## src/logic/adc_pkg.sv

```systemverilog
package adc_pkg;

  ////////////////////////////////////////
  // widths

  // long counts: aperture, signal, pos/neg dwell
  localparam int CNT_W = 32;
  // reset, fix, var and rundown counts
  localparam int SHORT_W = 24;

  ////////////////////////////////////////
  // reference mux

  // code view, used by the dwell counters
  typedef enum logic [2:0] {
    REFMUX_NONE     = 3'b000,
    REFMUX_POS      = 3'b001,
    REFMUX_NEG      = 3'b010,
    // both reference switches closed
    REFMUX_SLOW_POS = 3'b011,
    REFMUX_RESET    = 3'b100
  } refmux_code_e;

  // switch view, bit order matches the code above
  typedef struct packed {
    logic reset_sw;
    logic neg_sw;
    logic pos_sw;
  } refmux_sw_s;

  // one word, two decodings
  typedef union packed {
    refmux_code_e code;
    refmux_sw_s   sw;
  } refmux_u;

  ////////////////////////////////////////
  // sequencer states

  typedef enum logic [4:0] {
    ST_DONE,
    ST_RESET_START,
    ST_RESET,
    ST_SIG_START,
    ST_FIX_POS_START,
    ST_FIX_POS,
    ST_VAR_START,
    ST_VAR,
    ST_FIX_NEG_START,
    ST_FIX_NEG,
    ST_VAR2_START,
    ST_VAR2,
    ST_FAST_ABOVE,
    ST_FAST_BELOW,
    ST_RUNDOWN_START,
    ST_RUNDOWN
  } mod_state_e;

endpackage

```

## src/logic/mod_ctl_if.sv

```systemverilog
`timescale 1ns/1ps

interface mod_ctl_if
  import adc_pkg::*;
#(
  parameter int CNT_W
) ();

  // reference mux word, from the sequencer
  refmux_u refmux;

  // one-cycle strobes from the sequencer
  logic sig_start;
  logic reset_start;
  logic capture;

  // signal gate and its clock count
  logic sigmux;
  logic [CNT_W-1:0] sig_count;

  modport fsm (
    output refmux,
    output sig_start,
    output reset_start,
    output capture,
    input  sigmux
  );

  modport aperture (
    input  sig_start,
    input  reset_start,
    output sigmux,
    output sig_count
  );

  modport counters (
    input refmux,
    input sig_start,
    input reset_start,
    input capture,
    input sig_count
  );

endinterface

```

## src/logic/modulation_fsm.sv

```systemverilog
`timescale 1ns/1ps

module modulation_fsm
  import adc_pkg::*;
(
  input  logic               clk,
  input  logic               cmpr_latch_val,
  input  logic               adc_measure_trig,
  input  logic               cmpr_val,
  input  logic [SHORT_W-1:0] p_clk_count_reset,
  input  logic [SHORT_W-1:0] p_clk_count_fix,
  input  logic [SHORT_W-1:0] p_clk_count_var,
  input  logic               p_use_slow_rundown,
  input  logic               p_use_fast_rundown,
  output logic               adc_measure_valid,
  mod_ctl_if.fsm             ctl
);

  mod_state_e state;
  refmux_u refmux_q;

  // phase timer, free running down count
  logic [SHORT_W-1:0] phase_timer;
  logic timer_done;

  // comparator sync chain, [1] is the usable level
  logic [2:0] cmpr_sync;
  // high means integrator below zero
  logic cmpr_below;
  logic cmpr_cross_any;

  assign timer_done     = (phase_timer == '0);
  assign cmpr_below     = cmpr_sync[1];
  assign cmpr_cross_any = cmpr_sync[1] ^ cmpr_sync[2];

  ////////////////////////////////////////
  // comparator synchronizer

  always_ff @(posedge clk or negedge cmpr_latch_val)
  begin
    if (!cmpr_latch_val)
      cmpr_sync <= '0;
    else
      cmpr_sync <= {cmpr_sync[1:0], cmpr_val};
  end

  ////////////////////////////////////////
  // sequencer

  always_ff @(posedge clk or negedge cmpr_latch_val)
  begin
    if (!cmpr_latch_val)
    begin
      state             <= ST_DONE;
      refmux_q.code     <= REFMUX_RESET;
      adc_measure_valid <= 1'b1;
      phase_timer       <= '0;
    end
    else
    begin
      // reloaded by the start states below
      phase_timer <= phase_timer - 1'b1;

      case (state)
        ST_DONE:
        begin
          // park, integrator held in reset
          adc_measure_valid <= 1'b1;
          refmux_q.code     <= REFMUX_RESET;
        end
        ST_RESET_START:
        begin
          adc_measure_valid <= 1'b0;
          refmux_q.code     <= REFMUX_RESET;
          phase_timer       <= p_clk_count_reset;
          state             <= ST_RESET;
        end
        ST_RESET:
          if (timer_done)
            state <= ST_SIG_START;
        ST_SIG_START:
        begin
          // release reset, gate opens in aperture_ctl
          refmux_q.code <= REFMUX_NONE;
          state         <= ST_FIX_POS_START;
        end
        ST_FIX_POS_START:
        begin
          refmux_q.code <= REFMUX_POS;
          phase_timer   <= p_clk_count_fix;
          state         <= ST_FIX_POS;
        end
        ST_FIX_POS:
          if (timer_done)
            state <= ST_VAR_START;
        ST_VAR_START:
        begin
          // below zero, push up with neg ref
          refmux_q.code <= cmpr_below ? REFMUX_NEG : REFMUX_POS;
          phase_timer   <= p_clk_count_var;
          state         <= ST_VAR;
        end
        ST_VAR:
          if (timer_done)
            state <= ST_FIX_NEG_START;
        ST_FIX_NEG_START:
        begin
          refmux_q.code <= REFMUX_NEG;
          phase_timer   <= p_clk_count_fix;
          state         <= ST_FIX_NEG;
        end
        ST_FIX_NEG:
          if (timer_done)
            state <= ST_VAR2_START;
        ST_VAR2_START:
        begin
          refmux_q.code <= cmpr_below ? REFMUX_NEG : REFMUX_POS;
          phase_timer   <= p_clk_count_var;
          state         <= ST_VAR2;
        end
        ST_VAR2:
          if (timer_done)
          begin
            // runup ends only once the aperture has closed
            if (ctl.sigmux)
              state <= ST_FIX_POS_START;
            else if (p_use_fast_rundown)
              state <= cmpr_below ? ST_FAST_BELOW : ST_FAST_ABOVE;
            // last var was an up phase and we sit above zero
            else if (refmux_q.code == REFMUX_NEG && !cmpr_below)
              state <= ST_RUNDOWN_START;
            else
              state <= ST_FIX_POS_START;
          end
        ST_FAST_ABOVE:
        begin
          // drive down until below zero
          refmux_q.code <= REFMUX_POS;
          if (cmpr_below)
            state <= ST_FAST_BELOW;
        end
        ST_FAST_BELOW:
        begin
          // drive up until just above zero
          refmux_q.code <= REFMUX_NEG;
          if (!cmpr_below)
            state <= ST_RUNDOWN_START;
        end
        ST_RUNDOWN_START:
        begin
          refmux_q.code <= p_use_slow_rundown ? REFMUX_SLOW_POS : REFMUX_POS;
          state         <= ST_RUNDOWN;
        end
        ST_RUNDOWN:
          if (cmpr_cross_any)
          begin
            // zero cross, measurement complete
            adc_measure_valid <= 1'b1;
            refmux_q.code     <= REFMUX_RESET;
            state             <= ST_DONE;
          end
        default:
          state <= ST_DONE;
      endcase

      // trigger restarts from any state
      if (adc_measure_trig)
        state <= ST_RESET_START;
    end
  end

  ////////////////////////////////////////
  // control strobes, decoded from state

  assign ctl.refmux      = refmux_q;
  assign ctl.reset_start = (state == ST_RESET_START);
  assign ctl.sig_start   = (state == ST_SIG_START);
  assign ctl.capture     = (state == ST_RUNDOWN) && cmpr_cross_any;

endmodule

```

## src/logic/aperture_ctl.sv

```systemverilog
`timescale 1ns/1ps

module aperture_ctl #(
  parameter int CNT_W
) (
  input  logic             clk,
  input  logic             cmpr_latch_val,
  input  logic [CNT_W-1:0] p_clk_count_aperture,
  mod_ctl_if.aperture      ctl
);

  logic sig_on;
  logic [CNT_W-1:0] sig_count;
  // compared before the increment, so the final count is aperture + 1
  logic aperture_end;

  assign aperture_end = (sig_count >= p_clk_count_aperture);

  always_ff @(posedge clk or negedge cmpr_latch_val)
  begin
    if (!cmpr_latch_val)
    begin
      sig_on    <= 1'b0;
      sig_count <= '0;
    end
    else
    begin
      // count every clock the gate is open
      if (sig_on)
      begin
        sig_count <= sig_count + 1'b1;
        if (aperture_end)
          sig_on <= 1'b0;
      end

      // new measurement closes the gate
      if (ctl.reset_start)
        sig_on <= 1'b0;

      // start of runup, open and restart the count
      if (ctl.sig_start)
      begin
        sig_on    <= 1'b1;
        sig_count <= '0;
      end
    end
  end

  assign ctl.sigmux    = sig_on;
  assign ctl.sig_count = sig_count;

endmodule

```

## src/logic/dwell_counters.sv

```systemverilog
`timescale 1ns/1ps

module dwell_counters
  import adc_pkg::*;
#(
  parameter int CNT_W
) (
  input  logic               clk,
  input  logic               cmpr_latch_val,
  mod_ctl_if.counters        ctl,
  output logic [SHORT_W-1:0] clk_count_refmux_reset_last,
  output logic [CNT_W-1:0]   clk_count_refmux_neg_last,
  output logic [CNT_W-1:0]   clk_count_refmux_pos_last,
  output logic [SHORT_W-1:0] clk_count_refmux_rd_last,
  output logic [CNT_W-1:0]   clk_count_mux_sig_last
);

  // live dwell counts per mux code
  logic [SHORT_W-1:0] cnt_reset;
  logic [CNT_W-1:0]   cnt_neg;
  logic [CNT_W-1:0]   cnt_pos;
  logic [SHORT_W-1:0] cnt_rd;

  ////////////////////////////////////////
  // dwell counting

  always_ff @(posedge clk or negedge cmpr_latch_val)
  begin
    if (!cmpr_latch_val)
    begin
      cnt_reset <= '0;
      cnt_neg   <= '0;
      cnt_pos   <= '0;
      cnt_rd    <= '0;
    end
    else
    begin
      case (ctl.refmux.code)
        REFMUX_RESET:    cnt_reset <= cnt_reset + 1'b1;
        REFMUX_NEG:      cnt_neg   <= cnt_neg + 1'b1;
        REFMUX_POS:      cnt_pos   <= cnt_pos + 1'b1;
        REFMUX_SLOW_POS: cnt_rd    <= cnt_rd + 1'b1;
        // none is not counted
        default:         ;
      endcase

      // clears win over the increment
      if (ctl.reset_start)
        cnt_reset <= '0;

      if (ctl.sig_start)
      begin
        cnt_neg <= '0;
        cnt_pos <= '0;
        cnt_rd  <= '0;
      end
    end
  end

  ////////////////////////////////////////
  // snapshot at end of rundown

  always_ff @(posedge clk or negedge cmpr_latch_val)
  begin
    if (!cmpr_latch_val)
    begin
      clk_count_refmux_reset_last <= '0;
      clk_count_refmux_neg_last   <= '0;
      clk_count_refmux_pos_last   <= '0;
      clk_count_refmux_rd_last    <= '0;
      clk_count_mux_sig_last      <= '0;
    end
    else if (ctl.capture)
    begin
      // held until the next capture
      clk_count_refmux_reset_last <= cnt_reset;
      clk_count_refmux_neg_last   <= cnt_neg;
      clk_count_refmux_pos_last   <= cnt_pos;
      clk_count_refmux_rd_last    <= cnt_rd;
      clk_count_mux_sig_last      <= ctl.sig_count;
    end
  end

endmodule

```

## src/logic/adc_mod_top.sv

```systemverilog
`timescale 1ns/1ps

module adc_mod_top
  import adc_pkg::*;
#(
  parameter int CNT_W = adc_pkg::CNT_W
) (
  input  logic               clk,
  input  logic               cmpr_latch_val,
  input  logic               adc_measure_trig,
  input  logic               cmpr_val,
  input  logic [CNT_W-1:0]   p_clk_count_aperture,
  input  logic [SHORT_W-1:0] p_clk_count_reset,
  input  logic [SHORT_W-1:0] p_clk_count_fix,
  input  logic [SHORT_W-1:0] p_clk_count_var,
  input  logic               p_use_slow_rundown,
  input  logic               p_use_fast_rundown,
  output logic               adc_measure_valid,
  // reset, neg, pos switch bits
  output logic [2:0]         refmux,
  output logic               sigmux,
  output logic [SHORT_W-1:0] clk_count_refmux_reset_last,
  output logic [CNT_W-1:0]   clk_count_refmux_neg_last,
  output logic [CNT_W-1:0]   clk_count_refmux_pos_last,
  output logic [SHORT_W-1:0] clk_count_refmux_rd_last,
  output logic [CNT_W-1:0]   clk_count_mux_sig_last
);

  mod_ctl_if #(.CNT_W(CNT_W)) ctl ();

  ////////////////////////////////////////
  // blocks

  modulation_fsm u_fsm (
    .clk                (clk),
    .cmpr_latch_val     (cmpr_latch_val),
    .adc_measure_trig   (adc_measure_trig),
    .cmpr_val           (cmpr_val),
    .p_clk_count_reset  (p_clk_count_reset),
    .p_clk_count_fix    (p_clk_count_fix),
    .p_clk_count_var    (p_clk_count_var),
    .p_use_slow_rundown (p_use_slow_rundown),
    .p_use_fast_rundown (p_use_fast_rundown),
    .adc_measure_valid  (adc_measure_valid),
    .ctl                (ctl.fsm)
  );

  aperture_ctl #(.CNT_W(CNT_W)) u_aperture (
    .clk                  (clk),
    .cmpr_latch_val       (cmpr_latch_val),
    .p_clk_count_aperture (p_clk_count_aperture),
    .ctl                  (ctl.aperture)
  );

  dwell_counters #(.CNT_W(CNT_W)) u_counters (
    .clk                         (clk),
    .cmpr_latch_val              (cmpr_latch_val),
    .ctl                         (ctl.counters),
    .clk_count_refmux_reset_last (clk_count_refmux_reset_last),
    .clk_count_refmux_neg_last   (clk_count_refmux_neg_last),
    .clk_count_refmux_pos_last   (clk_count_refmux_pos_last),
    .clk_count_refmux_rd_last    (clk_count_refmux_rd_last),
    .clk_count_mux_sig_last      (clk_count_mux_sig_last)
  );

  // analog switches see the word as switch bits
  assign refmux = {ctl.refmux.sw.reset_sw, ctl.refmux.sw.neg_sw, ctl.refmux.sw.pos_sw};
  assign sigmux = ctl.sigmux;

endmodule

```

## config.mk

```make
export PLATFORM = sky130hd
export DESIGN_NAME = adc_mod_top
export DESIGN_NICKNAME = d
export VERILOG_FILES = /design/src/logic/adc_pkg.sv /design/src/logic/mod_ctl_if.sv /design/src/logic/modulation_fsm.sv /design/src/logic/aperture_ctl.sv /design/src/logic/dwell_counters.sv /design/src/logic/adc_mod_top.sv
export SDC_FILE = /design/constraint.sdc
export NUM_CORES = 1
export LEC_CHECK = 0
export BUFFER_PORTS_ARGS = -buffer_cell sky130_fd_sc_hd__buf_2
export CAP_MARGIN = 20
export CORE_ASPECT_RATIO = 1.1
export CORE_MARGIN = 1.5
export CORE_UTILIZATION = 57
export CTS_BUF_LIST = sky130_fd_sc_hd__clkbuf_4 sky130_fd_sc_hd__clkbuf_8 sky130_fd_sc_hd__clkbuf_16
export CTS_CLUSTER_DIAMETER = 120
export DETAILED_ROUTE_END_ITERATION = 8
export MAX_ROUTING_LAYER = met4
export PLACE_DENSITY = 0.81
export SKIP_LAST_GASP = 1
export SLEW_MARGIN = 30
export SYNTH_ARGS = -nofsm -noshare
export SYNTH_HDL_FRONTEND = slang
export SYNTH_SLANG_ARGS = --single-unit
```

## constraint.sdc

```tcl
create_clock -name clk -period 2.9 [get_ports clk]
set_input_delay 0.58 -clock clk [delete_from_list [all_inputs] [get_ports clk]]
set_output_delay 0.58 -clock clk [all_outputs]
set_load 0.03 [all_outputs]
```

# ---- Yosys cells after proc, flatten, opt, wreduce, memory -nomap -nowiden
# Index checks and enable logic that the tools add are counted.
dict set report word_totals {
  out_inout_bits 149
  in_bits 110
  elab_cells 108
  reg_bits 325
}
dict set report op_classes {
  add_sub_neg 6
  magnitude_cmp 1
  reduce_logical 20
  n_eq_ne 29
  bitwise_logic 1
  mux 35
}
# op count
set op_table {}
lappend op_table {{2-to-1 mux 32 bit} 6}
lappend op_table {{adder 32 x 1 -> 32 bit (second input constant)} 3}
lappend op_table {{2-to-1 mux 24 bit} 4}
lappend op_table {{case mux 5 bit (16 select lines)} 1}
lappend op_table {{case mux 24 bit (3 select lines)} 1}
lappend op_table {{2-to-1 mux 5 bit} 11}
lappend op_table {{adder 24 x 1 -> 24 bit (second input constant)} 2}
lappend op_table {{== test 5 x 4 -> 1 bit (second input constant)} 8}
lappend op_table {{greater-or-equal comparator 32 bit} 1}
lappend op_table {{zero test 24 bit} 1}
lappend op_table {{subtractor 24 x 1 -> 24 bit (second input constant)} 1}
lappend op_table {{!= test 3 x 2 -> 1 bit (second input constant)} 7}
lappend op_table {{case mux 3 bit (7 select lines)} 1}
lappend op_table {{== test 5 x 3 -> 1 bit (second input constant)} 4}
lappend op_table {{== test 5 x 2 -> 1 bit (second input constant)} 2}
lappend op_table {{nonzero test 2 bit} 5}
lappend op_table {{OR reduction 2 bit} 5}
lappend op_table {{AND reduction 9 bit} 1}
lappend op_table {{nonzero test 7 bit} 1}
lappend op_table {{== test 3 x 2 -> 1 bit (second input constant)} 2}
lappend op_table {{2-to-1 mux 1 bit} 6}
lappend op_table {{== test 5 x 1 -> 1 bit (second input constant)} 1}
lappend op_table {{zero test 5 bit} 1}
lappend op_table {{2-to-1 mux 2 bit} 2}
lappend op_table {{other kinds (13)} 15}

# ---- Logic depth before layout (Yosys ltp)
dict set report logic_depth {
  ltp_word 8
  mapped_depth 7
}

# ---- Modules after synthesis
# From an unflattened synthesis, not the netlist that was laid out.
dict set report hier_totals {
  hier_cells 1491
  area_unflattened_um2 16211.8
}
# module seq_area_each_um2 instances area_each_um2 cells_per_inst
set modules_own_cells {}
lappend modules_own_cells {dwell_counters 6406.1 1 11282.1 945}
lappend modules_own_cells {aperture_ctl 825.8 1 2487.4 281}
lappend modules_own_cells {modulation_fsm 878.3 1 2442.3 265}

# ---- Worst setup path after synthesis
# No wires, ideal clock.
dict set report synth_timing {
  path_type {register to register}
  from {register u_aperture.sig_on, in the netlist u_aperture.ctl.sigmux}
  to {register u_aperture.sig_count[24], in the netlist u_aperture.ctl.sig_count[24]}
  path_slack_ns 0.626
  setup_time_ns 0.132
  n_path_buf 1
  t_required_ns 2.768
  arrival_ns 2.142
  stages_incl_launch_ff 7
  path_cell_list {dfrtp_1 buf_4 nand4_1 or4_1 or4_1 xor2_1 nor2_1}
}
dict set report synth_via {
  elab_chain_len 1
}
# element line
set synth_lines {}
lappend synth_lines {{start, declared} aperture_ctl.sv:12} ;# logic sig_on;
lappend synth_lines {{start signal, assigned} aperture_ctl.sv:23} ;# sig_on <= 1'b0;
lappend synth_lines {{start signal, assigned} aperture_ctl.sv:33} ;# sig_on <= 1'b0;
lappend synth_lines {{start signal, assigned} aperture_ctl.sv:38} ;# sig_on <= 1'b0;
lappend synth_lines {{nonzero test 2 bit (no line)} --}
lappend synth_lines {{end signal, assigned} aperture_ctl.sv:31} ;# sig_count <= sig_count + 1'b1;
lappend synth_lines {{end, declared} aperture_ctl.sv:13} ;# logic [CNT_W-1:0] sig_count;
# Every way passes these cells.
# A chain may end at the register's enable or synchronous reset.

# ---- Worst setup path in the final report
dict set report layout_timing {
  from {register u_aperture.sig_count[1], in the netlist u_aperture.ctl.sig_count[1]}
  to {register u_aperture.sig_count[24], in the netlist u_aperture.ctl.sig_count[24]}
}
dict set report layout_via {
  elab_chain_len 3
}
# element line
set layout_lines {}
lappend layout_lines {{adder 32 x 1 -> 32 bit} aperture_ctl.sv:31}
lappend layout_lines {{2-to-1 mux 32 bit} aperture_ctl.sv:29} ;# if (sig_on)
lappend layout_lines {{2-to-1 mux 32 bit} aperture_ctl.sv:41} ;# if (ctl.sig_start)
# Every way passes these cells. The select of a mux whose other input is x is not followed.

==> out/results.txt <==
Placer Congestion: 0.8807
Total Nets Final: 1,826
Syn Nets: 1,566
Fmax: 416.4 MHz
area grow syn2layout: 19.00%
first-pass GRT wire length: 59,320 µm
CP dominant cell by count: or4_1
Critical Path AT: 2.80 ns
largest net degree at the start of global routing: 87
crit path max fanout: 13
placed wire-length estimate: 25,190 µm
Synth area leader: dfrtp_1
Place WS: 0.5213 ns
run status: completed
WL met3: 2051 µm
Peak VDD IR: 464.3 µV
fill count: 2,015
main flop type after synthesis: dfrtp_1
Synth Area in Compound Gates: 0.05171
I/O pins: 259
cells along the critical path: ha_1 > inv_1 > or4_1 > or4_1 > xor2_1 > nor2_1
mapped cell area: 15,610 µm²
Slew Limit Fails: 0
mux cell area share after synthesis: 0.1238
setup TNS: 0 ns
ranking of synthesized cells by area: dfrtp_1 52%, mux2_2 10%, xnor2_1 4.5%
final wirelength: 35,930 µm
Post-synth EDFFs: 0
First DRT Iteration DRCs: 728
Crit Path Class: flop to flop
# rows: 63
CTS tree: yes
post-synthesis sequential area ratio: 0.5196
yosys warns: 0
FF+latch count, synth: 324
Top Metal Used: met4
fin worst setup slack: 0.4983 ns
slowest stage delay, CP: 0.74 ns
combinational family with the most area after synthesis: simple AND/OR/NAND/NOR gates
clock-pin slew on the worst setup and hold paths: 0.06 ns
Die W: 160.8 µm
Switching Fraction: 0.3130
worst slew pin tran: 0.7483 ns
Post-Synth XOR/XNOR Area: 0.08081
switching power total: 3.879 mW
ys async rst share: 1.000
CP Data Required Time: 3.30 ns
Die Y: 176.6 µm
setup bufs post-CTS: 0
skew final: 0.01937 ns
crit path time final: 2.402 ns
number of port buffers: 258
max_cap viols: 0
clock tree sinks: 324
internal power: 8.514 mW
cell area after layout: 18,570 µm²
simple-gate share of the synthesized area: 0.1611
crit end category: flop
slew margin rel.: 0.5000
Comb pwr share: 0.219
clock buffer depth: 3
unrepaired setup endpoints after global routing: no
Synth Instances: 1,418
Critical Path Slowest Stage Cell: or4_1
Pwr Density: 667.3 nW/µm²
crit share post-route: 0.8282
final setup vio count: 0
post-synthesis adder-cell area fraction: 0.03046
Placement Cell Area: 17,410 µm²
final-report hold violation count: 0
routed wl met2: 17,830 µm
Setup crit start kind: flop
post-synth cell types: 63
drt drc: 0
Via density: 5.659
Leakage: 9.247 nW
# H-tree levels: 2
total congestion overflow: 0
Routed wire per std cell: 17.43 µm
Die Area: 28,380 µm²
Placeable Area: 26,960 µm²
HP Class: primary input to async pin
Routed Antenna Nets: 0
hold bufs inserted after CTS: 0
vias in the first global route: 11,720
fraction of layout cells with a size suffix above 1: 0.3043
CTS Buf Count: 36
routed via count: 11,660
Initial Util: 0.5789
first-pass iteration count of the detailed router: 6
Sequential Power Share: 0.422
Mean Syn Cell Area: 11.01 µm²
clock root buffer: clkbuf_16
total track usage: 0.2650
initial antenna violation count: 1
Synth top area share: 0.5163
Metal-1 WL: 15,260 µm
PostCTS Resize Cnt: 0
clock latency on the worst-skew pair: 0.52 ns
clock network fraction of total power: 0.359
==> Yosys cell counts, drive strengths merged (36+ instances only) <==
library cell  count
nand2            83
xor2             64
ha               38
nor2            153
a21oi            37
inv              60
xnor2            80
clkbuf           52
nor3             36
dfrtp           322
mux2            144
nand4            42
nand3            44
==> cells by family (layout without fill, tap and decap cells) <==
group | Yosys count | after routing
buf+inv | 128 | 412
xor+xnor | 144 | 144
fa+ha+maj | 38 | 38
flops | 324 | 324
simple gates | 489 | 489
compound gates | 120 | 120
mux | 175 | 175
other cells | 0 | 2
==> critical path, delay by kind of cell (launching register included) <==
kind | cells | cell delay [ns]
simple gates | 3 | 1.38
flops | 1 | 0.43
buf+inv | 1 | 0.07
xor+xnor | 1 | 0.16
fa+ha+maj | 1 | 0.24
==> placed cells by master (no fill, tap or decap), types with 33 or more instances in the layout <==
cell and n:
inv_1 60, xor2_1 64, nor3_1 33, dfrtp_1 321, buf_2 257, a21oi_1 37
nand2_1 83, nor2_1 153, xnor2_1 80, nand4_1 42, nand3_1 44, clkbuf_16 36
mux2_2 144, ha_1 38
==> final timing paths <==
kind / cells past startpoint / slack [ns] / to / from
setup / recovery: 6 / 0.50 / u_aperture.ctl.sig_count[24] / u_aperture.ctl.sig_count[1]
hold / removal: 1 / 0.06 / u_counters.cnt_rd[6] / cmpr_latch_val
setup reg to reg: 6 / 0.50 / u_aperture.ctl.sig_count[24] / u_aperture.ctl.sig_count[1]
hold reg to reg: 0 / 0.35 / u_fsm.cmpr_sync[1] / u_fsm.cmpr_sync[0]
max in group asynchronous: 2 / 1.98 / u_fsm.adc_measure_valid / cmpr_latch_val
min in group clk: 1 / 0.17 / u_fsm.cmpr_sync[0] / cmpr_val
==> flip-flops by register name, summed over array words and instances, names as in the netlist <==
| name | cells |
|---|---|
| u_counters.cnt_pos | 32 |
| u_fsm.adc_measure_valid | 1 |
| u_counters.cnt_rd | 24 |
| u_counters.clk_count_refmux_rd_last | 24 |
| u_fsm.ctl.refmux | 3 |
| u_fsm.phase_timer | 24 |
| u_counters.clk_count_mux_sig_last | 32 |
| u_fsm.cmpr_sync | 3 |
| u_counters.cnt_neg | 32 |
| u_fsm.state | 4 |
| u_aperture.ctl.sig_count | 32 |
| u_counters.cnt_reset | 24 |
| u_aperture.ctl.sigmux | 1 |
| u_counters.clk_count_refmux_reset_last | 24 |
| u_counters.clk_count_refmux_pos_last | 32 |
| u_counters.clk_count_refmux_neg_last | 32 |
==> power groups by stage <==
stage	clock network, mW	logic (mW)	registers, mW
2_1_floorplan	0	1.92	5.22
6_report	4.45	2.71	5.23
3_5_place_dp	0	2.70	5.31
3_3_place_gp	0	2.64	5.28
5_1_grt	4.71	2.99	5.28
4_1_cts	4.55	2.73	5.23
==> per-stage QoR <==
step	instances	utilization	hold slack, ns	power, mW
after floorplan	1418	-	0.2844	7.137
after global placement	1997	0.6456	0.3344	7.922
after detailed placement	1997	0.6456	0.3537	8.007
after CTS	2059	0.6888	0.08757	12.51
after global routing	2060	0.6889	0.1135	12.99
final	2061	0.6889	0.05615	12.39
==> area by class of cell <==
| class | instances | area [µm²] | area share |
|---|---|---|---|
| inverters | 60 | 225.2 | 0.01213 |
| clock inverters | 13 | 126.4 | 0.006804 |
| flip-flops and latches | 324 | 8112 | 0.4367 |
| multi-input cells | 966 | 7005 | 0.3772 |
| repair buffers | 290 | 1617 | 0.08704 |
| clock buffers | 49 | 1036 | 0.05578 |
| diodes | 2 | 5.005 | 0.0002695 |
| well taps | 357 | 446.7 | 0.02405 |
==> metal layers <==
layer,global-route usage,up-vias
met5,-,-
met4,0.07060,0
met3,0.04393,66
met2,0.4428,358
met1,0.3372,5730
li1,-,5510
(Power assumes the default switching activity.)
